File: src/common/cnn_settings.svh
`ifndef CNN_SETTINGS_SVH
`define CNN_SETTINGS_SVH

// Image and kernel geometry
`define CNN_IMG_SIZE  12
`define CNN_KERNEL    5
`define CNN_TAPS      (`CNN_KERNEL * `CNN_KERNEL)
`define CNN_CONV_SIZE (`CNN_IMG_SIZE - `CNN_KERNEL + 1)  // Valid convolution, no padding
`define CNN_POOL_SIZE (`CNN_CONV_SIZE / 2)

// Feature maps computed side by side
`define CNN_LANES     4

// Fixed point scaling applied after the bias
`define CNN_SHIFT     7

// Data widths
`define CNN_PIXEL_W   8
`define CNN_WEIGHT_W  8
`define CNN_ACC_W     24

`endif

File: src/common/cnn_pkg.sv
`include "cnn_settings.svh"

package cnn_pkg;

    // Unsigned image pixel or rectified feature value
    typedef logic [`CNN_PIXEL_W-1:0] pixel_t;

    // Kernel tap or bias
    typedef logic signed [`CNN_WEIGHT_W-1:0] weight_t;

    // Sum of 25 products plus the scaled bias
    typedef logic signed [`CNN_ACC_W-1:0] acc_t;

    // Tap index is row * 5 + column
    // Tap 0 is the oldest pixel, at the top left
    typedef pixel_t [`CNN_TAPS-1:0] window_t;

    // Feature map number
    typedef logic [$clog2(`CNN_LANES)-1:0] lane_t;

    // Values 0 to 24 pick a kernel tap, 25 picks the bias
    typedef logic [$clog2(`CNN_TAPS + 1)-1:0] coef_index_t;

endpackage

File: src/source/pool_serializer.sv
`timescale 1ns/1ps
`include "cnn_settings.svh"

module pool_serializer
    import cnn_pkg::*;
(
    input  logic                          clk,
    input  logic                          reset,
    input  logic [`CNN_LANES-1:0]         conv_valid,
    input  pixel_t [`CNN_LANES-1:0]       conv_data,
    output logic                          conv_ready,
    output logic                          out_valid,
    input  logic                          out_ready,
    output pixel_t                        out_data,
    output lane_t                         out_lane,
    output logic                          out_last
);
    localparam int POS_W     = $clog2(`CNN_CONV_SIZE);
    localparam int LANE_LAST = `CNN_LANES - 1;

    logic [POS_W-1:0] col_cnt;
    logic [POS_W-1:0] row_cnt;
    pixel_t           hold [`CNN_LANES];                     // Even column value of a pair
    pixel_t           row_buf [`CNN_LANES][`CNN_POOL_SIZE];  // Pair maxima of the even row
    pixel_t           pooled [`CNN_LANES];
    logic             emitting;
    lane_t            emit_lane;
    logic             pos_last;
    logic             accept;
    logic             pos_done;

    function automatic pixel_t max2(pixel_t a, pixel_t b);
        return (a > b) ? a : b;
    endfunction

    // Lanes run in lockstep, so lane 0 speaks for all of them
    assign conv_ready = !emitting;
    assign accept     = conv_valid[0] && conv_ready;
    assign pos_done   = accept && row_cnt[0] && col_cnt[0];  // Bottom right of a 2x2 block

    assign out_valid = emitting;
    assign out_data  = pooled[emit_lane];
    assign out_lane  = emit_lane;
    assign out_last  = pos_last && (emit_lane == lane_t'(LANE_LAST));

    always_ff @(posedge clk or posedge reset) begin
        if (reset) begin
            col_cnt   <= '0;
            row_cnt   <= '0;
            emitting  <= 1'b0;
            emit_lane <= '0;
            pos_last  <= 1'b0;
        end else begin
            if (accept) begin
                if (col_cnt == POS_W'(`CNN_CONV_SIZE - 1)) begin
                    col_cnt <= '0;
                    if (row_cnt == POS_W'(`CNN_CONV_SIZE - 1)) begin
                        row_cnt <= '0;
                    end else begin
                        row_cnt <= row_cnt + 1'b1;
                    end
                end else begin
                    col_cnt <= col_cnt + 1'b1;
                end
            end

            if (pos_done) begin
                emitting  <= 1'b1;
                emit_lane <= '0;
                pos_last  <= (row_cnt == POS_W'(`CNN_CONV_SIZE - 1)) &&
                             (col_cnt == POS_W'(`CNN_CONV_SIZE - 1));
            end else if (out_valid && out_ready) begin
                if (emit_lane == lane_t'(LANE_LAST)) begin
                    emitting <= 1'b0;  // Back to taking convolution results
                end else begin
                    emit_lane <= emit_lane + 1'b1;
                end
            end
        end
    end

    // Max pooling datapath, one copy per lane
    always_ff @(posedge clk) begin
        if (accept) begin
            for (int l = 0; l < `CNN_LANES; l++) begin
                if (!col_cnt[0]) begin
                    hold[l] <= conv_data[l];
                end else if (!row_cnt[0]) begin
                    row_buf[l][col_cnt[POS_W-1:1]] <= max2(hold[l], conv_data[l]);
                end else begin
                    pooled[l] <= max2(row_buf[l][col_cnt[POS_W-1:1]],
                                      max2(hold[l], conv_data[l]));
                end
            end
        end
    end

endmodule

File: config.mk
export PLATFORM = sky130hd
export DESIGN_NAME = pool_serializer
export DESIGN_NICKNAME = d
export VERILOG_FILES = /design/src/common/cnn_pkg.sv /design/src/source/pool_serializer.sv
export VERILOG_INCLUDE_DIRS = /design/src /design/src/common
export SDC_FILE = /design/constraint.sdc
export NUM_CORES = 1
export LEC_CHECK = 0
export ABC_AREA = 1
export BUFFER_PORTS_ARGS = -buffer_cell sky130_fd_sc_hd__buf_2
export CAP_MARGIN = 5
export CORE_MARGIN = 2
export CORE_UTILIZATION = 30
export DETAILED_ROUTE_END_ITERATION = 8
export PLACE_DENSITY = 0.49
export SKIP_CTS_REPAIR_TIMING = 1
export SYNTH_ARGS = -nofsm -noshare
export SYNTH_HDL_FRONTEND = slang
export SYNTH_SLANG_ARGS = --single-unit
File: constraint.sdc
create_clock -name clk -period 4.4 [get_ports clk]
set_input_delay 0 -clock clk [delete_from_list [all_inputs] [get_ports clk]]
set_output_delay 0 -clock clk [all_outputs]
set_load 0.02 [all_outputs]
# --- Word-level counts from Yosys, hierarchy flattened ---
# Memory sizes are Yosys's and may differ from the RTL's.
# Index checks and enable logic that the tools add are counted.
op_classes:
  n_addsub: 3
  magnitude_cmp: 10
  n_eq_ne: 4
  muxes: 41
  bitwise: 1
  n_reduce_logical: 13
ops:
  columns: ["operator", "n"]
  rows:
  - ["8-bit 2-to-1 mux", 17]
  - ["8-bit binary-select mux with 2-bit select", 4]
  - ["8-bit > comparator", 8]
  - ["32-bit 2-to-1 mux", 1]
  - ["8-bit demux with 2-bit select", 1]
  - ["1-bit 2-to-1 mux", 13]
  - ["1-bit logical AND", 7]
  - ["3-bit by 1-bit adder with 3-bit output, second input constant", 2]
  - ["3-bit == test, second input constant", 2]
  - ["2-bit 2-to-1 mux", 3]
  - ["3-bit 2-to-1 mux", 2]
  - ["2-bit AND reduction", 3]
  - ["2-bit nonzero test", 2]
  - ["3-bit greater-or-equal comparator, second input constant", 1]
  - ["3-bit by 1-bit less-than comparator with 1-bit output, second input constant", 1]
  - ["2-bit NOT with 3-bit output", 1]
  - ["2-bit by 1-bit adder with 2-bit output, second input constant", 1]
  - ["2-bit == test, second input constant", 1]
  - ["2-bit inequality test, second input constant", 1]
  - ["1-bit logical NOT", 1]
word_totals:
  register_bits: 10
  ramBits: 192
  inputBits: 39
  out_inout_bits: 13
  word_cells: 80
  mem_count: 3
mem_list:
  columns: ["name", "depth", "width", "read_ports", "rd_clocked_by_memory_dff", "wr", "line", "text"]
  rows:
  - ["row_buf", 4, 32, 4, 0, 4, "pool_serializer.sv:24", "pixel_t row_buf [`CNN_LANES][`CNN_POOL_SIZE];"]
  - ["hold", 4, 8, 4, 0, 4, "pool_serializer.sv:23", "pixel_t hold [`CNN_LANES];"]
  - ["pooled", 4, 8, 1, 0, 4, "pool_serializer.sv:25", "pixel_t pooled [`CNN_LANES];"]

# --- Longest topological paths before layout ---
logic_depth:
  word_depth: 6
  ltp_mapped: 23
  mapped_depth_nobuf: 23

# --- Least setup slack after synthesis ---
# Ideal clock, no wire load.
synth_path:
  path_type: "reg2reg"
  startpoint: "register emitting (netlist: out_valid)"
  endpoint: "memory row_buf[0][24] in the netlist's numbering (enable)"
  setup_ns: 0.461
  arrival_ns: 3.267
  t_required_ns: 3.939
  setup_slack_ns: 0.672
  stages_incl_launch_ff: 6
  path_buffers: 0
  synth_period_minus_slack_ns: 3.728
  cell_sequence: "dfrtp_1 > inv_1 > nand2_1 > inv_1 > nand3_1 > nor3_1"
synth_rtl:
  columns: ["element", "line", "text"]
  rows:
  - ["start, declared", "pool_serializer.sv:26", "logic emitting;"]
  - ["start signal, assigned", "pool_serializer.sv:50", "emitting <= 1'b0;"]
  - ["start signal, assigned", "pool_serializer.sv:68", "emitting <= 1'b1;"]
  - ["start signal, assigned", "pool_serializer.sv:74", "emitting <= 1'b0;"]
  - ["end, declared", "pool_serializer.sv:24", null]

==> impl_metrics.json <==
{
  "outcome": "finished, final reports clean",
  "post-place-ws_ns": 1.290,
  "grt_pass1_vias": 6535,
  "cp_data_required_time_ns": 4.65,
  "drc": 0,
  "period_share_pct": 70.69,
  "grt_max_degree": 34,
  "synth_area_per_cell_um2": 10.50,
  "fill_cells": 3336,
  "synthMuxAreaShare_pct": 0,
  "portBuffers": 48,
  "layout.cells.non_filler": 1528,
  "final_common_cell": "nand2_1",
  "core.rowCount": 67,
  "p_clk_share_pct": 25.4,
  "antenna_found_initial": 0,
  "overflow": 0,
  "end_kind": "flop",
  "worstSetupStartpointType": "flop",
  "fin_area_um2": 12020,
  "synthXorXnorAreaFrac_pct": 0,
  "synth_top_family_by_area": "simple AND/OR/NAND/NOR gates",
  "grt_pass1_wl_um": 35090,
  "die_h_um": 187.2,
  "synthCells": 959,
  "clock_path_buffers": 3,
  "clk_latency_ns": 0.51,
  "intPower_uw": 4629,
  "critical-path-top-delay-family": "simple AND/OR/NAND/NOR gates",
  "seq_area_frac_synth_pct": 59.73,
  "placed_area_um2": 10910,
  "final_nets": 1173,
  "cts_tree": "yes",
  "grt.total_usage_pct": 12.64,
  "io_pins": 52,
  "finalHoldViolCount": 0,
  "crit_chain": "ha_1 -> nand2_1 -> nor2_1 -> nand4_2 -> nand2_2 -> nand2_1 -> nand2_1 -> ha_1 -> a21oi_1 -> o21a_1 -> nand2_1 -> nand2_1 -> inv_1 -> nand2_1 -> nand2_1",
  "numCtsBuffers": 25,
  "drv_slew": 0,
  "yosysWarnings": 0,
  "wire_per_inst_um": 14.52,
  "layout_setup_ws_ns": 1.290,
  "relSlewSlack_pct": 24.26,
  "crit_arrival_ns": 3.36,
  "initialDrtViolationCount": 313,
  "cap_violations": 0,
  "cpPeakStageDelay_ns": 0.40,
  "avgViaCountPerCell": 4.421,
  "die_w_um": 187.2,
  "drive_gt1_share_pct": 13.33,
  "clock-root-buffer": "clkbuf_16",
  "clkTransAtPathRegs_ns": 0.06,
  "core-area_um2": 33280,
  "synth_compound_area_share_pct": 6.883,
  "max_freq_ghz": 0.3215,
  "hpwlAfterDp_um": 15150,
  "syn_to_final_growth_pct": 19.38,
  "synth_cell_types": 28,
  "cts.sinks": 202,
  "p_sw_uw": 2907,
  "detail-route-antenna-nets": 0,
  "synth_seq_cells": 202,
  "skew_ns": 0.009843,
  "initial_core_util_pct": 30.26,
  "synth-simple-area-share_pct": 18.78,
  "dieArea_um2": 35050,
  "wl_um": 22190,
  "power_density_nw_per_um2": 626.8,
  "dr.pass1.iters": 5,
  "max_slew.worst_pin.slew_ns": 1.133,
  "path_max_fanout": 9,
  "syn-num-nets": 1067,
  "post-route-util_pct": 36.13,
  "antenna_cells": 0,
  "setup_violations": 0,
  "cp_common_cell": "nand2_1",
  "fin_crit_ns": 3.110,
  "cp_slowest_cell": "edfxtp_1",
  "hp-class": "primary input to asynchronous set/reset pin",
  "cellLeakagePower_uw": 0.005181,
  "gp_congestion": 0.7940,
  "mappedNetlistArea_um2": 10070,
  "layout_common_cells": "281 x nand2_1, 192 x edfxtp_1, 135 x inv_1, 91 x nand3_1, 69 x ha_1",
  "synth-adder-area-share_pct": 8.572,
  "critPathBufInv": 1,
  "switching_share_pct": 38.58,
  "seqPwrFrac_pct": 35.6,
  "rsz0062_at_grt": "no",
  "pwr-share-comb_pct": 39.0,
  "htree_levels": 1,
  "vias": 6755,
  "dp.cells": 1451,
  "critical_path_class": "flop to flop",
  "setup_tns_ns": 0,
  "peakVddDrop_uv": 427.3
}
layout make-up:
cell class	count	area (µm²)	area share [%]
sequential	202	6016	50.04
timing repair buffer	93	678.2	5.641
multi-input combinational	605	3488	29.01
inverter	138	518.0	4.308
clock inverter	14	125.1	1.041
clock buffer	28	636.9	5.297
tap	448	560.5	4.662
routing by layer:
metal  up-vias  track usage (%)  wire length (µm)
met5         -                0                 0
met4         0            2.808               258
met3        23            2.477               931
met2        88            20.96             10440
met1      3167            17.13             10560
li1       3477                -                 -
cells by family after synthesis:
group           count (synthesis)
simple gates                  440
compound gates                 96
flops                         202
buf+inv                       152
fa+ha+maj                      69
worst min-delay path, stage by stage:
cell           delay [ns]
dlygate4sd3_1        0.53
buf_2                0.12
inv_1                0.29
cell usage after synthesis, drive strengths merged:
cell,instances,area (µm²)
nand2,293,1130
edfxtp,192,5766
inv,138,518.0
nand3,97,515.5
ha,69,863.3
nor2,37,141.4
a22oi,28,310.3
a21oi,26,130.1
o21ai,21,105.1
buf,12,81.32
dfrtp,10,250.2
nand4,8,75.07
o22ai,8,50.05
a21o,4,30.03
and2,4,25.02
o21a,4,30.03
o21bai,4,30.03
clkbuf,2,7.510
nor3,1,5.000
o31ai,1,7.510
state kept, by name (all words and copies together), names as in the netlist:
register	flops
row_buf	128
hold	32
out_lane	2
row_cnt	3
col_cnt	3
pooled	32
pos_last	1
out_valid	1
through the flow:
| step | total power [µW] | hold WS [ns] |
|---|---|---|
| after detailed placement | 5676 | 0.007084 |
| after global placement | 5646 | 0.006293 |
| final | 7536 | 0.01027 |
| after global routing | 8130 | 0.05544 |
| after floorplan | 4740 | -0.1598 |
| after CTS | 7627 | -0.5458 |
power groups by stage:
stage	sequential, µW	clock [µW]	combinational (µW)
final	2680	1920	2940
after global routing	2700	2050	3370
after CTS	2680	1980	2970
after detailed placement	2720	0	2960
after global placement	2710	0	2930
after floorplan	2680	0	2060
worst paths after layout:
path / depth (start not counted) / start / slack, ns / to
worst max-delay path: 15 / hold[2][7] / 1.29 / pooled[2][6]
worst min-delay path: 3 / reset / 0.01 / out_lane[1]
worst max register to register: 15 / hold[2][7] / 1.29 / pooled[2][6]
worst min register to register: 2 / row_cnt[2] / 0.48 / row_cnt[2]
max in group asynchronous: 3 / reset / 4.11 / row_cnt[2]
min in group clk: 2 / conv_data[11] / 0.21 / hold[1][3]
Power figures use the tool's default switching activity.
