--- src/common/cnn_settings.svh ---
`ifndef CNN_SETTINGS_SVH
`define CNN_SETTINGS_SVH

// Image and kernel geometry
`define CNN_IMG_SIZE  12
`define CNN_KERNEL    5
`define CNN_TAPS      (`CNN_KERNEL * `CNN_KERNEL)
`define CNN_CONV_SIZE (`CNN_IMG_SIZE - `CNN_KERNEL + 1)  // Valid convolution, no padding
`define CNN_POOL_SIZE (`CNN_CONV_SIZE / 2)

// Feature maps computed side by side
`define CNN_LANES     4

// Fixed point scaling applied after the bias
`define CNN_SHIFT     7

// Data widths
`define CNN_PIXEL_W   8
`define CNN_WEIGHT_W  8
`define CNN_ACC_W     24

`endif

--- src/common/cnn_pkg.sv ---
`include "cnn_settings.svh"

package cnn_pkg;

    // Unsigned image pixel or rectified feature value
    typedef logic [`CNN_PIXEL_W-1:0] pixel_t;

    // Kernel tap or bias
    typedef logic signed [`CNN_WEIGHT_W-1:0] weight_t;

    // Sum of 25 products plus the scaled bias
    typedef logic signed [`CNN_ACC_W-1:0] acc_t;

    // Tap index is row * 5 + column
    // Tap 0 is the oldest pixel, at the top left
    typedef pixel_t [`CNN_TAPS-1:0] window_t;

    // Feature map number
    typedef logic [$clog2(`CNN_LANES)-1:0] lane_t;

    // Values 0 to 24 pick a kernel tap, 25 picks the bias
    typedef logic [$clog2(`CNN_TAPS + 1)-1:0] coef_index_t;

endpackage

--- src/conv/conv_lane.sv ---
`timescale 1ns/1ps
`include "cnn_settings.svh"

module conv_lane
    import cnn_pkg::*;
#(
    parameter int LANE_ID = 0
) (
    input  logic        clk,
    input  logic        reset,
    input  logic        coef_valid,
    input  lane_t       coef_lane,
    input  coef_index_t coef_index,
    input  weight_t     coef_data,
    input  logic        win_valid,
    input  window_t     window,
    output logic        win_ready,
    output logic        conv_valid,
    output pixel_t      conv_data,
    input  logic        conv_ready
);
    localparam acc_t PIXEL_MAX = acc_t'((1 << `CNN_PIXEL_W) - 1);

    weight_t taps [`CNN_TAPS];
    weight_t bias;
    acc_t    acc;
    acc_t    biased;
    acc_t    scaled;
    pixel_t  result;
    logic    load;

    assign win_ready = !conv_valid || conv_ready;
    assign load      = win_valid && win_ready;

    // Coefficient writes addressed to this lane
    always_ff @(posedge clk) begin
        if (coef_valid && (coef_lane == lane_t'(LANE_ID))) begin
            if (coef_index < coef_index_t'(`CNN_TAPS)) begin
                taps[coef_index] <= coef_data;
            end else if (coef_index == coef_index_t'(`CNN_TAPS)) begin
                bias <= coef_data;
            end
        end
    end

    // Multiply-accumulate, bias, rescale and clamp to 0..255
    always_comb begin
        acc = '0;
        for (int t = 0; t < `CNN_TAPS; t++) begin
            acc = acc + acc_t'(signed'({1'b0, window[t]})) * acc_t'(taps[t]);
        end
        biased = acc + (acc_t'(bias) <<< `CNN_SHIFT);  // Bias lines up with the product scale
        scaled = biased >>> `CNN_SHIFT;
        if (scaled < 0) begin
            result = '0;                               // ReLU
        end else if (scaled > PIXEL_MAX) begin
            result = '1;
        end else begin
            result = scaled[`CNN_PIXEL_W-1:0];
        end
    end

    always_ff @(posedge clk or posedge reset) begin
        if (reset) begin
            conv_valid <= 1'b0;
        end else if (load) begin
            conv_valid <= 1'b1;
        end else if (conv_ready) begin
            conv_valid <= 1'b0;
        end
    end

    always_ff @(posedge clk) begin
        if (load) begin
            conv_data <= result;
        end
    end

endmodule

--- config.mk ---
export PLATFORM = sky130hd
export DESIGN_NAME = conv_lane
export DESIGN_NICKNAME = d
export VERILOG_FILES = /design/src/common/cnn_pkg.sv /design/src/conv/conv_lane.sv
export VERILOG_INCLUDE_DIRS = /design/src /design/src/common
export SDC_FILE = /design/constraint.sdc
export NUM_CORES = 2
export LEC_CHECK = 0
export ABC_CLOCK_PERIOD_IN_PS = 9300
export BUFFER_PORTS_ARGS = -buffer_cell sky130_fd_sc_hd__buf_2
export CAP_MARGIN = 20
export CORE_ASPECT_RATIO = 0.8
export CORE_MARGIN = 1.5
export CORE_UTILIZATION = 47
export CTS_CLUSTER_SIZE = 16
export DETAILED_ROUTE_END_ITERATION = 12
export PLACE_DENSITY = 0.62
export SLEW_MARGIN = 10
export SYNTH_ARGS = -nofsm -noshare
export SYNTH_HDL_FRONTEND = slang
export SYNTH_SLANG_ARGS = --single-unit
--- constraint.sdc ---
create_clock -name clk -period 9.3 [get_ports clk]
set_clock_uncertainty 0.2 [all_clocks]
set_input_delay 1.395 -clock clk [delete_from_list [all_inputs] [get_ports clk]]
set_output_delay 1.395 -clock clk [all_outputs]
set_load 0.01 [all_outputs]
[Yosys cells after proc, flatten, opt, wreduce, memory -nomap -nowiden]
Memories as Yosys holds them, arrays and structs flattened.
Index checks and enable logic that the tools add are counted.
Storage, ports and cells
  register bits after elaboration: 17
  bits in writable memories: 200
  input port bits: 220
  word-level logic and storage cells: 72
  memories kept: 1
Memory list
  taps: depth 25, bits a word 8, read ports 25, clocked after memory_dff 0, wr ports 1, line conv_lane.sv:24  | weight_t taps [`CNN_TAPS];
Cells by class
  $add $sub $neg: 25
  $mul: 25
  $lt $le $gt $ge: 3
  eq/ne operators: 1
  multiplexer cells: 6
  bitwise logic cells: 1
  reduce and logical (&&, ||, !) cells: 7
Operators with widths (number)
  $mul A9 B8 Y17: 25
  $add A24 B17 Y24: 17
  $add A23 B17 Y24: 1
  $add A24 B15 Y24: 1
  $add A22 B17 Y23: 1
  $add A21 B17 Y22: 1
  $add A20 B17 Y21: 1
  $add A19 B17 Y20: 1
  $add A18 B17 Y19: 1
  $add A17 B17 Y18: 1
  $gt A17 B9 Y1 const B: 1
  $lt A17 B1 Y1 const B: 1
  $mux W8: 1
  $eq A5 B5 Y1 const B: 1
  $lt A5 B5 Y1 const B: 1
  $mux W1: 5
  $reduce_and A3 Y1: 1
  $logic_and A1 B1 Y1: 2
  $logic_not A2 Y1: 1
  $reduce_bool A2 Y1: 1
  $logic_not A1 Y1: 1
  $logic_or A1 B1 Y1: 1
  $not A1 Y1: 1

[Longest topological paths before layout]
  word-level depth: 28
  depth in mapped cells: 34
  mapped depth without buffers: 33

[Worst setup path after synthesis]
OpenSTA, ideal clock, no wires.
  kind: input port to flip-flop
  start point: input window[184] (netlist name)
  end point: register conv_data[4], data pin
  data arrival time: 10.231 ns
  data required time: 8.828 ns
  path slack: -1.403 ns
  stages on the path: 29
  path buffers: 0
  path through: nand2b_1 > fa_1 > inv_1 > fa_1 > fa_1 > fa_1 > inv_1 > fa_1 > inv_1 > fa_1 > inv_1 > fa_1 > fa_1 > fa_1 > inv_1 > fa_1 > inv_1 > fa_1 > inv_1 > fa_1 > fa_1 > ha_1 > a21oi_2 > o211ai_1 > a21oi_1 > a2111oi_0 > mux2_1 > a211oi_1 > a31oi_1
Between the ends
  cells in the longest elaborated chain, start to end: 6
  elaborated cells on any way between the ends: 7
  classes of those cells: add/sub (3); mul (1); order compare (2); mux (1)
RTL lines
  from (decl): line conv_lane.sv:16  | input window_t window,
  $mul A9 B8 Y17 *: line conv_lane.sv:50  | acc = acc + acc_t'(signed'({1'b0, window[t]})) * acc_t'(taps[t]);
  $add A24 B17 Y24 * (2 in a row): line conv_lane.sv:50
  $add A24 B15 Y24 *: line conv_lane.sv:52  | biased = acc + (acc_t'(bias) <<< `CNN_SHIFT);
  $gt A17 B9 Y1: line conv_lane.sv:56  | end else if (scaled > PIXEL_MAX) begin
  $mux W8: line conv_lane.sv:56
  to (signal assigned): line conv_lane.sv:75  | conv_data <= result;
  to (decl): line conv_lane.sv:19  | output pixel_t conv_data,
Mark *: on every way between the ends. The rest lies on a longest branch, timed or not.
A chain may end at the register's enable or synchronous reset.

[Final worst setup path]
  start point: input window[12] (netlist name)
  end point: register conv_data[5], data pin
Between the ends
  cells in the longest elaborated chain, start to end: 28
  elaborated cells on any way between the ends: 29
  classes of those cells: add/sub (25); mul (1); order compare (2); mux (1)
RTL lines (line)
  $mul A9 B8 Y17 *: conv_lane.sv:50
  $add A17 B17 Y18 *: conv_lane.sv:50
  $add A18 B17 Y19 *: conv_lane.sv:50
  $add A19 B17 Y20 *: conv_lane.sv:50
  $add A20 B17 Y21 *: conv_lane.sv:50
  $add A21 B17 Y22 *: conv_lane.sv:50
  $add A22 B17 Y23 *: conv_lane.sv:50
  $add A23 B17 Y24 *: conv_lane.sv:50
  $add A24 B17 Y24 * (17 in a row): conv_lane.sv:50
  $add A24 B15 Y24 *: conv_lane.sv:52
  $gt A17 B9 Y1: conv_lane.sv:56
  $mux W8: conv_lane.sv:56
Marked as above.

==> run metrics <==
DIE AREA 145500 um^2; Hold-fix buffers, CTS 0; Total Routing Usage GR 30.88%; cell with the largest stage delay on the worst path fa_2; cell-by-cell listing of the critical path buf_4 > and2_4 > fa_1 > fa_2 > fa_1 > fa_2 > fa_2 > fa_1 > fa_1 > fa_1 > fa_1 > fa_1 > fa_2 > fa_1 > fa_1 > ha_4 > nand3_1 > o211ai_1 > a22oi_2 > or3b_1 > a2111o_1 > nor2_4 > a31oi_2; Hold Crit Class flop to flop; Max Fclk around 94 MHz; top cell family by delay on the critical path adder cells; worst slack at placement -2.112 ns; quantity of I/O buffers inserted on ports 229; post-route minimum period between 10 and 15 ns; Detail Placement HPWL 191600 um; # Max-Cap Violations 0; Max Fanout on Critical Path 8; number of DRC violations after detailed routing 0; routed wire length per instance between 20 and 25 um; EDFF count, synth 216; signal arrival time at the worst endpoint ~11 ns; most frequent cell on the critical path fa_1; worst hold margin 0.3272 ns; status finished, violations left; Post-Synthesis Cells approximately 6400; antenna violations before repair 12; count of H-tree levels built during CTS 1; synthesis-to-layout area growth 15.17%; DRT Wirelength 215200 um; maximum number of pins on one net before global-route repair 27; ratio of final minimum period to clock period 113.8%; routed vias/inst 4.993; share of the yosys chip area belonging to registers 9.676%; first-iteration detailed-routing DRC count 3612; Syn Area/Cell around 10 um^2; max_slew headroom 24.93%; count of boundary I/O pins between 200 and 250; required time at the endpoint of the critical path 9.49 ns; post-synthesis instance area 67300 um^2; Clock Sink Count approximately 220; synthesized netlist net count 9137; register bit count reported by yosys 217; vias in the first global route 50560; last weighted congestion value of the routability-driven placer 0.9846; Primary FF master, synth edfxtp_1; clock tree from TritonCTS done; kind of end point of the critical path flop; most used cells in the layout excluding fill and tap cells 1925 x inv_1, 1611 x fa_1, 916 x and2_1; core box area 141300 um^2; total number of yosys warnings 0; floorplan row count 123; CP max stage delay roughly 0.65 ns; Clock Latency Late Sink 0.68 ns; Initial Utilization a little under half; type of element launching the critical path primary input; final worst slack -1.287 ns; Total Nets Final around 10000; worst path buffer plus inverter count 1; horizontal die dimension 426.1 um; asr flop ratio synth 0.4608%; most common library cell in the layout ignoring fill and taps inv_1; Pre-Repair DR Iteration Count 5; ANT nets after route 0; vertical extent of the die approximately 340 um; post-CTS clock slew at the launch and capture registers of the worst setup and hold paths 0.06 ns; number of failing setup endpoints in the final timing report 8; worst setup path class primary input to flop; hold violation count in the final report 0; number of distinct library cells after synthesis between 50 and 60; failing checks negative setup slack; unrepaired setup endpoints after global routing true; number of buffers added by the clock tree synthesis step 31; share of post-route cells with drive strength above 1 roughly 15%; number of slew-limit violations in the final report 0; clk buf depth 3; wire length of the first global-routing pass 325900 um; sum of overflow across all layers after global routing 0; clock root cell clkbuf_16; actual transition at the worst max-transition pin 1.122 ns; number of vias in the routed layout roughly 46000
==> cell usage after synthesis, types with 2 or more instances <==
| library cell | number | area (um^2) |
|---|---|---|
| a31oi_1 | 10 | 62.56 |
| a21oi_1 | 10 | 50.05 |
| o211ai_1 | 3 | 22.52 |
| a31o_2 | 2 | 17.52 |
| clkbuf_1 | 7 | 26.28 |
| o21ai_0 | 5 | 25.02 |
| nor2_1 | 128 | 480.5 |
| o21a_1 | 3 | 22.52 |
| nand3_1 | 5 | 25.02 |
| a211oi_1 | 4 | 30.03 |
| buf_2 | 2 | 10.01 |
| a22oi_1 | 2 | 15.01 |
| edfxtp_1 | 216 | 6486 |
| and3_1 | 2 | 12.51 |
| or3b_1 | 2 | 17.52 |
| a211oi_2 | 2 | 25.02 |
| nand2b_1 | 62 | 387.9 |
| or3_1 | 2 | 12.51 |
| o21bai_1 | 2 | 15.01 |
| and2_1 | 930 | 5818 |
| nor3_1 | 15 | 75.07 |
| nor2b_1 | 50 | 312.8 |
| nand2_1 | 493 | 1851 |
| inv_1 | 1958 | 7350 |
| ha_1 | 775 | 9697 |
| or2_2 | 4 | 25.02 |
| xnor2_1 | 10 | 87.58 |
| fa_1 | 1694 | 33910 |
| clkinv_1 | 7 | 26.28 |
| a21o_1 | 8 | 60.06 |
| xor2_1 | 9 | 78.83 |
| o21ai_1 | 2 | 10.01 |
==> cell families (layout without fill, tap and decap cells) <==
family / Yosys count / after routing / share of synthesized area [%]
multiplexers: 1 / 1 / 0.01673
AO/OA/AOI/OAI: 65 / 65 / 0.6879
other: 0 / 4 / 0
buffers and inverters: 1974 / 2923 / 11.01
adder cells (fa/ha/maj): 2469 / 2469 / 64.80
AND/OR/NAND/NOR: 1701 / 1701 / 13.50
flip-flops: 217 / 217 / 9.676
XOR/XNOR: 21 / 21 / 0.3049
==> metrics by stage <==
step | setup TNS [ns] | utilization, % | instance area (um^2) | std cells
2_1_floorplan | -9.987 | - | 67380 | 6448
3_3_place_gp | -16.06 | 53.73 | 75910 | 9206
3_5_place_dp | -16.57 | 53.73 | 75910 | 9206
4_1_cts | -9.588 | 54.58 | 77110 | 9266
5_1_grt | -11.56 | 54.86 | 77500 | 9276
6_report | -10.13 | 54.86 | 77500 | 9276
==> routing by layer <==
metal / part of all wire (%) / up-vias / wire [um] / track usage, %
li1: - / 20410 / - / -
met1: 47 / 24210 / 101500 / 48.29
met2: 42 / 1544 / 90690 / 44.65
met3: 9.1 / 147 / 19650 / 7.067
met4: 1.6 / 0 / 3412 / 4.041
met5: 0 / - / 0 / 0
==> worst min-delay path, stage by stage, from the launching register on <==
cell	delay (ns)
dfrtp_1	0.34
nand2b_1	0.08
nand2b_1	0.07
==> worst paths after layout <==
check | from | end | slack [ns] | cells after the start
min in group asynchronous | reset | conv_valid$_DFFE_PP0P_ | 0.38 | 2
worst max-delay path | window[12] | conv_data[5]$_SDFFCE_PN0P_ | -1.29 | 23
worst min register to register | conv_valid$_DFFE_PP0P_ | conv_valid$_DFFE_PP0P_ | 0.33 | 2
worst max register to register | taps[8][4]$_DFFE_PP_ | conv_data[5]$_SDFFCE_PN0P_ | -0.99 | 26
max in group asynchronous | reset | conv_valid$_DFFE_PP0P_ | 8.43 | 2
worst min-delay path | conv_valid$_DFFE_PP0P_ | conv_valid$_DFFE_PP0P_ | 0.33 | 2
==> area by class of cell <==
type                            instances  area (um^2)
Multi-Input combinational cell       4257        53820
Antenna cell                            4        10.01
Clock buffer                           31        775.7
Sequential cell                       217         6511
Inverter                             1965         7378
Timing Repair Buffer                  902         6444
Tap cell                             1875         2346
Fill cell                           12750        63780
Clock inverter                         25        219.0
==> what timing repair did <==
action,4_1_cts,5_1_grt
buffers inserted,4,3
gates resized for setup,71,138
pin swaps,48,104
endpoints found under the setup margin,8,8
==> state kept, by name, summed over array words and instances (netlist names) <==
signal      flops
taps          200
bias            8
conv_data       8
conv_valid      1
Power is left out: the tool's default activity adds up to more than one toggle a clock period on the data nets, which glitch-free logic cannot reach.
