--- src/common/cnn_settings.svh ---
`ifndef CNN_SETTINGS_SVH
`define CNN_SETTINGS_SVH

// Image and kernel geometry
`define CNN_IMG_SIZE  12
`define CNN_KERNEL    5
`define CNN_TAPS      (`CNN_KERNEL * `CNN_KERNEL)
`define CNN_CONV_SIZE (`CNN_IMG_SIZE - `CNN_KERNEL + 1)  // Valid convolution, no padding
`define CNN_POOL_SIZE (`CNN_CONV_SIZE / 2)

// Feature maps computed side by side
`define CNN_LANES     4

// Fixed point scaling applied after the bias
`define CNN_SHIFT     7

// Data widths
`define CNN_PIXEL_W   8
`define CNN_WEIGHT_W  8
`define CNN_ACC_W     24

`endif

--- src/common/cnn_pkg.sv ---
`include "cnn_settings.svh"

package cnn_pkg;

    // Unsigned image pixel or rectified feature value
    typedef logic [`CNN_PIXEL_W-1:0] pixel_t;

    // Kernel tap or bias
    typedef logic signed [`CNN_WEIGHT_W-1:0] weight_t;

    // Sum of 25 products plus the scaled bias
    typedef logic signed [`CNN_ACC_W-1:0] acc_t;

    // Tap index is row * 5 + column
    // Tap 0 is the oldest pixel, at the top left
    typedef pixel_t [`CNN_TAPS-1:0] window_t;

    // Feature map number
    typedef logic [$clog2(`CNN_LANES)-1:0] lane_t;

    // Values 0 to 24 pick a kernel tap, 25 picks the bias
    typedef logic [$clog2(`CNN_TAPS + 1)-1:0] coef_index_t;

endpackage

--- src/conv/window_former.sv ---
`timescale 1ns/1ps
`include "cnn_settings.svh"

module window_former
    import cnn_pkg::*;
(
    input  logic                  clk,
    input  logic                  reset,
    input  logic                  pixel_valid,
    input  pixel_t                pixel_data,
    output logic                  pixel_ready,
    output logic                  win_valid,
    output window_t               window,
    input  logic [`CNN_LANES-1:0] lane_ready
);
    localparam int KSIZE   = `CNN_KERNEL;
    localparam int COUNT_W = $clog2(`CNN_IMG_SIZE);

    logic [COUNT_W-1:0] col_cnt;
    logic [COUNT_W-1:0] row_cnt;
    pixel_t             line_buf [KSIZE-1][`CNN_IMG_SIZE];  // Entry 0 holds the row above
    pixel_t             new_col [KSIZE];                    // Entry 0 is the top row
    window_t            shift_win;
    window_t            next_win;
    logic               pix_fire;
    logic               win_fire;
    logic               covers;

    // Window only leaves once every lane takes it
    assign win_fire    = win_valid && (&lane_ready);
    assign pixel_ready = !win_valid || (&lane_ready);
    assign pix_fire    = pixel_valid && pixel_ready;

    // Bottom right corner of a full 5x5 window
    assign covers = (row_cnt >= COUNT_W'(KSIZE - 1)) && (col_cnt >= COUNT_W'(KSIZE - 1));

    // Column that ends at the incoming pixel
    always_comb begin
        new_col[KSIZE-1] = pixel_data;
        for (int k = 0; k < KSIZE - 1; k++) begin
            new_col[KSIZE-2-k] = line_buf[k][col_cnt];
        end
    end

    // Oldest column drops out on the left, new one enters on the right
    always_comb begin
        for (int r = 0; r < KSIZE; r++) begin
            for (int c = 0; c < KSIZE - 1; c++) begin
                next_win[r*KSIZE+c] = shift_win[r*KSIZE+c+1];
            end
            next_win[r*KSIZE+KSIZE-1] = new_col[r];
        end
    end

    always_ff @(posedge clk or posedge reset) begin
        if (reset) begin
            col_cnt   <= '0;
            row_cnt   <= '0;
            win_valid <= 1'b0;
        end else begin
            if (pix_fire) begin
                if (col_cnt == COUNT_W'(`CNN_IMG_SIZE - 1)) begin
                    col_cnt <= '0;
                    if (row_cnt == COUNT_W'(`CNN_IMG_SIZE - 1)) begin
                        row_cnt <= '0;  // Next image starts
                    end else begin
                        row_cnt <= row_cnt + 1'b1;
                    end
                end else begin
                    col_cnt <= col_cnt + 1'b1;
                end
            end

            if (pix_fire && covers) begin
                win_valid <= 1'b1;
            end else if (win_fire) begin
                win_valid <= 1'b0;
            end
        end
    end

    // Line buffers, shift window and output window
    always_ff @(posedge clk) begin
        if (pix_fire) begin
            for (int k = KSIZE - 2; k > 0; k--) begin
                line_buf[k][col_cnt] <= line_buf[k-1][col_cnt];
            end
            line_buf[0][col_cnt] <= pixel_data;
            shift_win            <= next_win;
            if (covers) begin
                window <= next_win;
            end
        end
    end

endmodule

--- config.mk ---
export PLATFORM = sky130hd
export DESIGN_NAME = window_former
export DESIGN_NICKNAME = d
export VERILOG_FILES = /design/src/common/cnn_pkg.sv /design/src/conv/window_former.sv
export VERILOG_INCLUDE_DIRS = /design/src /design/src/common
export SDC_FILE = /design/constraint.sdc
export NUM_CORES = 1
export LEC_CHECK = 0
export BUFFER_PORTS_ARGS = -buffer_cell sky130_fd_sc_hd__buf_2
export CORE_MARGIN = 3
export CORE_UTILIZATION = 45
export CTS_CLUSTER_DIAMETER = 200
export DETAILED_ROUTE_END_ITERATION = 7
export PLACE_DENSITY = 0.64
export SYNTH_ARGS = -nofsm -noshare
export SYNTH_HDL_FRONTEND = slang
export SYNTH_SLANG_ARGS = --single-unit
--- constraint.sdc ---
create_clock -name clk -period 26.1 [get_ports clk]
set_input_delay 6.525 -clock clk [delete_from_list [all_inputs] [get_ports clk]]
set_output_delay 6.525 -clock clk [all_outputs]
set_load 0.03 [all_outputs]
After elaboration in Yosys (flattened, before gate mapping)
Memory sizes are Yosys's and may differ from the RTL's.
Index checks and enable logic that the tools add are counted.
- register bits after elaboration: 369
- latch bits: 0
- bits in writable memories: 384
- bits in read-only memories: 0
- input port bits: 15
- output and inout bits: 202
- logic and storage cells: 89
- memories kept: 1
- memories (memory ; words ; bits a word ; rd ports ; clocked after memory_dff ; write ports ; RTL line ; RTL):
    line_buf ; 4 ; 96 ; 4 ; 0 ; 4 ; window_former.sv:21 ; pixel_t line_buf [KSIZE-1][`CNN_IMG_SIZE];
- add/sub/neg operators: 2
- multipliers: 0
- div/mod/pow operators: 0
- magnitude comparators: 4
- equal/unequal tests: 2
- shift-type cells: 0
- mux-type cells: 20
- bitwise operators: 1
- reductions and logical operators: 11
- operators with widths (kind ; number):
    $bmux 8 s4 ; 4
    $mux 96 ; 1
    $mux 8 ; 9
    $demux 8 s4 ; 1
    $add 4x1->4 const B ; 2
    $eq 4x4->1 const B ; 2
    $ge 4x3->1 const B ; 2
    $mux 4 ; 2
    $ge 5x5->1 const B ; 1
    $logic_and 1x1->1 ; 5
    $lt 5x1->1 const B ; 1
    $not 4->5 ; 1
    $reduce_and 2->1 ; 2
    $reduce_and 4->1 ; 1
    $mux 1 ; 3
    $reduce_bool 2->1 ; 1
    $logic_not 1->1 ; 1
    $logic_or 1x1->1 ; 1

Longest topological paths before layout
- depth after elaboration: 6
- depth in mapped cells: 6
- gate-level depth less buffers: 4

Worst setup path after synthesis
OpenSTA, ideal clock, no wires.
- path kind: input-to-reg
- from: in lane_ready[0]
- to: reg window[0] (netlist bit) (enable)
- library setup time: 1006 ps
- arrival time: 20289 ps
- path slack: 4805 ps
- stages on the path: 3
- path buffers: 0
- cell sequence: and4_1 o21ai_1 nor3_1
- longest elaborated chain between the ends: 4
- RTL lines (item ; RTL line ; RTL):
    start: declaration ; window_former.sv:14 ; input logic [`CNN_LANES-1:0] lane_ready
    $reduce_and 4->1 ; window_former.sv:31 ; assign pixel_ready = !win_valid || (&lane_ready);
    $logic_or 1x1->1 ; window_former.sv:31 ;
    $logic_and 1x1->1 ; window_former.sv:32 ; assign pix_fire = pixel_valid && pixel_ready;
    $reduce_and 2->1 (no source line) ; -- ;
    end signal: assignment ; window_former.sv:91 ; window <= next_win;
    end: declaration ; window_former.sv:13 ; output window_t window,
No other way between the ends.
A chain may end at the register's enable or synchronous reset.

Worst setup path in the final report
- from: in lane_ready[0]
- to: out pixel_ready
- longest elaborated chain between the ends: 2
- RTL lines (item ; RTL line ; RTL):
    $reduce_and 4->1 ; window_former.sv:31 ;
    $logic_or 1x1->1 ; window_former.sv:31 ;
    end: declaration ; window_former.sv:11 ; output logic pixel_ready,
No other way between the ends.

==> results by group <==
Timing
  – Setup repair after global routing missed its margin: no
  – Setup total negative slack: 0 ns
  – Slew Viols, Final: 0
  – Minimum clock period: 13.80 ns
  – Worst Max-Slew Pin Slew: a little under 1 ns
  – Final setup violating endpoints: 0
  – Headroom to the max-slew limit: 0.3446
  – Least setup slack across all paths after layout: 12.30 ns
  – Worst Skew: ~0.021 ns
  – Final worst path period share: 0.5286
  – Endpoints failing hold: 0
  – FMAX: 0.07248 GHz

Worst setup path
  – Crit path arrival time: between 7 and 8 ns
  – Critical path class: in -> out
  – Most repeated library cell on the critical path: sky130_fd_sc_hd__buf_2
  – Standard cell with the maximum stage delay on the critical path: sky130_fd_sc_hd__nand4_1
  – Kind of end point of the critical path: primary output
  – Largest fanout of any net on the critical path: 5
  – Slowest cell delay on critical path: 0.27 ns
  – List of cells traversed by the critical path: buf_2, nand4_1, nand2_1, buf_2
  – Count of buffer and inverter cells on the critical path: 2
  – Crit path launch type: primary input
  – Cell family with the largest share of critical-path delay: simple AND/OR/NAND/NOR gates
  – Worst EP required: a little under 20 ns

Routing
  – DR WL/cell: between 20 and 25 um
  – Iteration-0 DRC Markers: between 800 and 900
  – DRT Wirelength: 44.65 mm
  – Number of remaining DRC errors: 0
  – Antenna Violating Nets Remaining: 0
  – Total via count after detailed routing: 11090
  – Drt first pass iters: 5
  – Via density: 5.182

Floorplan
  – Number of cell rows: 87
  – Initial Utilization: 0.4557
  – Boundary pin count: 217
  – DIE HEIGHT: 245.4 um
  – Area enclosed by the die boundary: 60240 um2
  – Die boundary width: 245.4 um
  – Placeable core region: 56600 um2

Placement
  – Setup slack at placement: 12.33 ns
  – Number of placed instances with taps included: 1996
  – Count of input and output buffers: 216
  – Sum of net half-perimeters after detailed placement: about 24 mm
  – Routability cong.: 0.7104
  – Cell area after placement: between 20000 and 30000 um2

Pwr
  – Internal power consumption: 2.321 mW
  – Sw Pwr: 0.8532 mW
  – Ratio of total power to cell area: about 100 nW/um2
  – Share of total power in combinational logic: 0.174
  – P_leak: ~10 nW
  – Part of the total power dissipated in the clock network: 0.322
  – Overall Power: 3.174 mW
  – Fraction of power consumed by sequential logic: 0.504
  – Worst VDD drop: approximately 0.00006 V
  – Net switching fraction of the power: 0.2688

Finish
  – Nets@finish: 1339
  – Proportion of layout cells with a drive suffix above 1: 0.3353
  – Leading cell type in the layout, fill and taps excluded: sky130_fd_sc_hd__edfxtp_1
  – Count of placed standard cells in the final layout, fillers left out: between 2000 and 2500
  – Post-route cell area: roughly 30000 um2
  – Area grow syn2layout: 17.22%
  – Number of diodes added for antenna fixing: 0
  – Filler Cells Inserted: approximately 4400
  – Commonest non-fill, non-tap cells in the layout: 744 x sky130_fd_sc_hd__edfxtp_1, 216 x sky130_fd_sc_hd__buf_2, 96 x sky130_fd_sc_hd__mux4_2, 78 x sky130_fd_sc_hd__clkbuf_16, 65 x sky130_fd_sc_hd__nand2_1

Synth
  – Portion of the post-synthesis area used by sequential elements: 0.8748
  – Number of enable flip-flop cells after synthesis: 744
  – Most used flip-flop cell after synthesis: sky130_fd_sc_hd__edfxtp_1
  – Syn Area/Cell: 24.88 um2
  – Cells after Synth: 1037
  – Mapped Area: 25800 um2
  – Number of nets produced by synthesis: 1057
  – Number of warnings issued by yosys: 0
  – Fraction of registers with async set/reset: 0.01195
  – FF+latch count, synth: 753
  – Number of distinct library cells after synthesis: 32

GRT
  – Global-route wire length before repair: 69.34 mm
  – Total GRT Usage: 0.1513
  – Leftover overflow at the end of global routing: 0
  – Met3 global-route usage: 0.03129
  – Met2 GRT Util: 0.2634
  – Met1 usage: 0.1889
  – GRT Max-Usage Layer: met2
  – Antenna violations before repair: 1
  – Via count of the first global-routing pass: 11900
  – Pin count of the biggest net entering global routing: about 100

Clocking
  – Worst-skew pair later-pin latency: approximately 0.61 ns
  – Hold-fix buffers at CTS: 0
  – Buffer cell driving the clock tree root: sky130_fd_sc_hd__clkbuf_16
  – H-tree Lvls: 3
  – Post-CTS Setup Repair Bufs: 0
  – Clock Path Buffers: 3
  – CTS clk-pin slew, worst paths: roughly 0.06 ns
  – Gates resized, CTS repair: 0
  – Clock tree from TritonCTS: done
  – Number of CTS-inserted buffers: 77
  – Count of clock tree sinks: 753

Status
  – Outcome: completed

Worst hold path
  – Path category of the worst min-delay check: reg -> reg

Job
  – Max_cap viols: 0
==> synth_stat cells, types with 2 or more instances <==
| master | instances | share of area |
|---|---|---|
| sky130_fd_sc_hd__nor2_1 | 4 | 0.00058 |
| sky130_fd_sc_hd__dfrtp_1 | 9 | 0.0087 |
| sky130_fd_sc_hd__a22oi_1 | 32 | 0.0093 |
| sky130_fd_sc_hd__a21oi_1 | 2 | 0.00039 |
| sky130_fd_sc_hd__buf_6 | 5 | 0.0022 |
| sky130_fd_sc_hd__clkbuf_1 | 15 | 0.0022 |
| sky130_fd_sc_hd__buf_2 | 8 | 0.0016 |
| sky130_fd_sc_hd__o211ai_1 | 2 | 0.00058 |
| sky130_fd_sc_hd__mux2_2 | 6 | 0.0026 |
| sky130_fd_sc_hd__nor2b_1 | 2 | 0.00048 |
| sky130_fd_sc_hd__nor3_1 | 2 | 0.00039 |
| sky130_fd_sc_hd__and3_1 | 10 | 0.0024 |
| sky130_fd_sc_hd__edfxtp_1 | 744 | 0.87 |
| sky130_fd_sc_hd__inv_1 | 9 | 0.0013 |
| sky130_fd_sc_hd__nand3_1 | 2 | 0.00039 |
| sky130_fd_sc_hd__mux4_2 | 96 | 0.084 |
| sky130_fd_sc_hd__ha_1 | 5 | 0.0024 |
| sky130_fd_sc_hd__buf_1 | 3 | 0.00044 |
| sky130_fd_sc_hd__buf_4 | 3 | 0.00087 |
| sky130_fd_sc_hd__a211oi_1 | 2 | 0.00058 |
| sky130_fd_sc_hd__nand2_1 | 65 | 0.0095 |
==> final timing paths <==
| check | startpoint | to | slack [ns] | cells past startpoint |
|---|---|---|---|---|
| setup / recovery | lane_ready[0] | pixel_ready | 12.30 | 4 |
| hold / removal | next_win[165] | window[165] | 0.41 | 0 |
| setup reg to reg | col_cnt[0] | row_cnt[0] | 22.06 | 7 |
| hold reg to reg | next_win[165] | window[165] | 0.41 | 0 |
| max in group asynchronous | reset | col_cnt[0] | 19.90 | 2 |
| min in group asynchronous | reset | win_valid | 5.89 | 2 |
==> worst register-to-register path: cells and delay by family (launching register included) <==
family	cells	cell delay (ns)
compound gates	1	0.16
fa+ha+maj	1	0.43
buf+inv	3	1.91
flops	1	0.78
mux	1	0.41
simple gates	1	0.23
==> power groups by stage <==
stage | Sequential (mW) | Combinational [mW] | Clock, mW
after global routing | 1.61 | 0.609 | 1.10
final | 1.60 | 0.551 | 1.02
after CTS | 1.60 | 0.570 | 1.06
after global placement | 1.63 | 0.554 | 0
after floorplan | 1.65 | 0.378 | 0
after detailed placement | 1.63 | 0.569 | 0
==> flip-flops by register name (all words and copies together), names as in the netlist <==
name and cells:
col_cnt 4, line_buf 384, next_win 160, row_cnt 4, win_valid 1, window 200
==> stage by stage <==
stage | hold WS [ns] | utilization
6_report | 0.4072 | 0.5342
3_3_place_gp | 0.4015 | 0.4919
3_5_place_dp | 0.4054 | 0.4919
5_1_grt | 0.4236 | 0.5342
4_1_cts | 0.4015 | 0.5342
2_1_floorplan | 0.4003 | -
==> per-layer routing <==
metal,wire [um],vias to the layer above
met2,23120,314
met3,2687,74
li1,-,4892
met5,0,-
met4,1013,0
met1,17820,5809
==> cells by family after synthesis <==
kind of cell | synth area share
compound gates | 0.01276
mux | 0.08643
buf+inv | 0.008730
fa+ha+maj | 0.002425
simple gates | 0.01489
flops | 0.8748
==> cell type report <==
class                      instances  area [um2]  share of cell area
clock inverter                    50       376.6             0.01245
sequential                       753       22570              0.7465
timing repair buffer             238        1246             0.04121
inverter                           9       41.29            0.001365
multi-input combinational        240        3034              0.1003
clock buffer                      94        2022             0.06686
tap                              756       945.9             0.03128
Note: power is estimated with default switching activity, not from simulation.
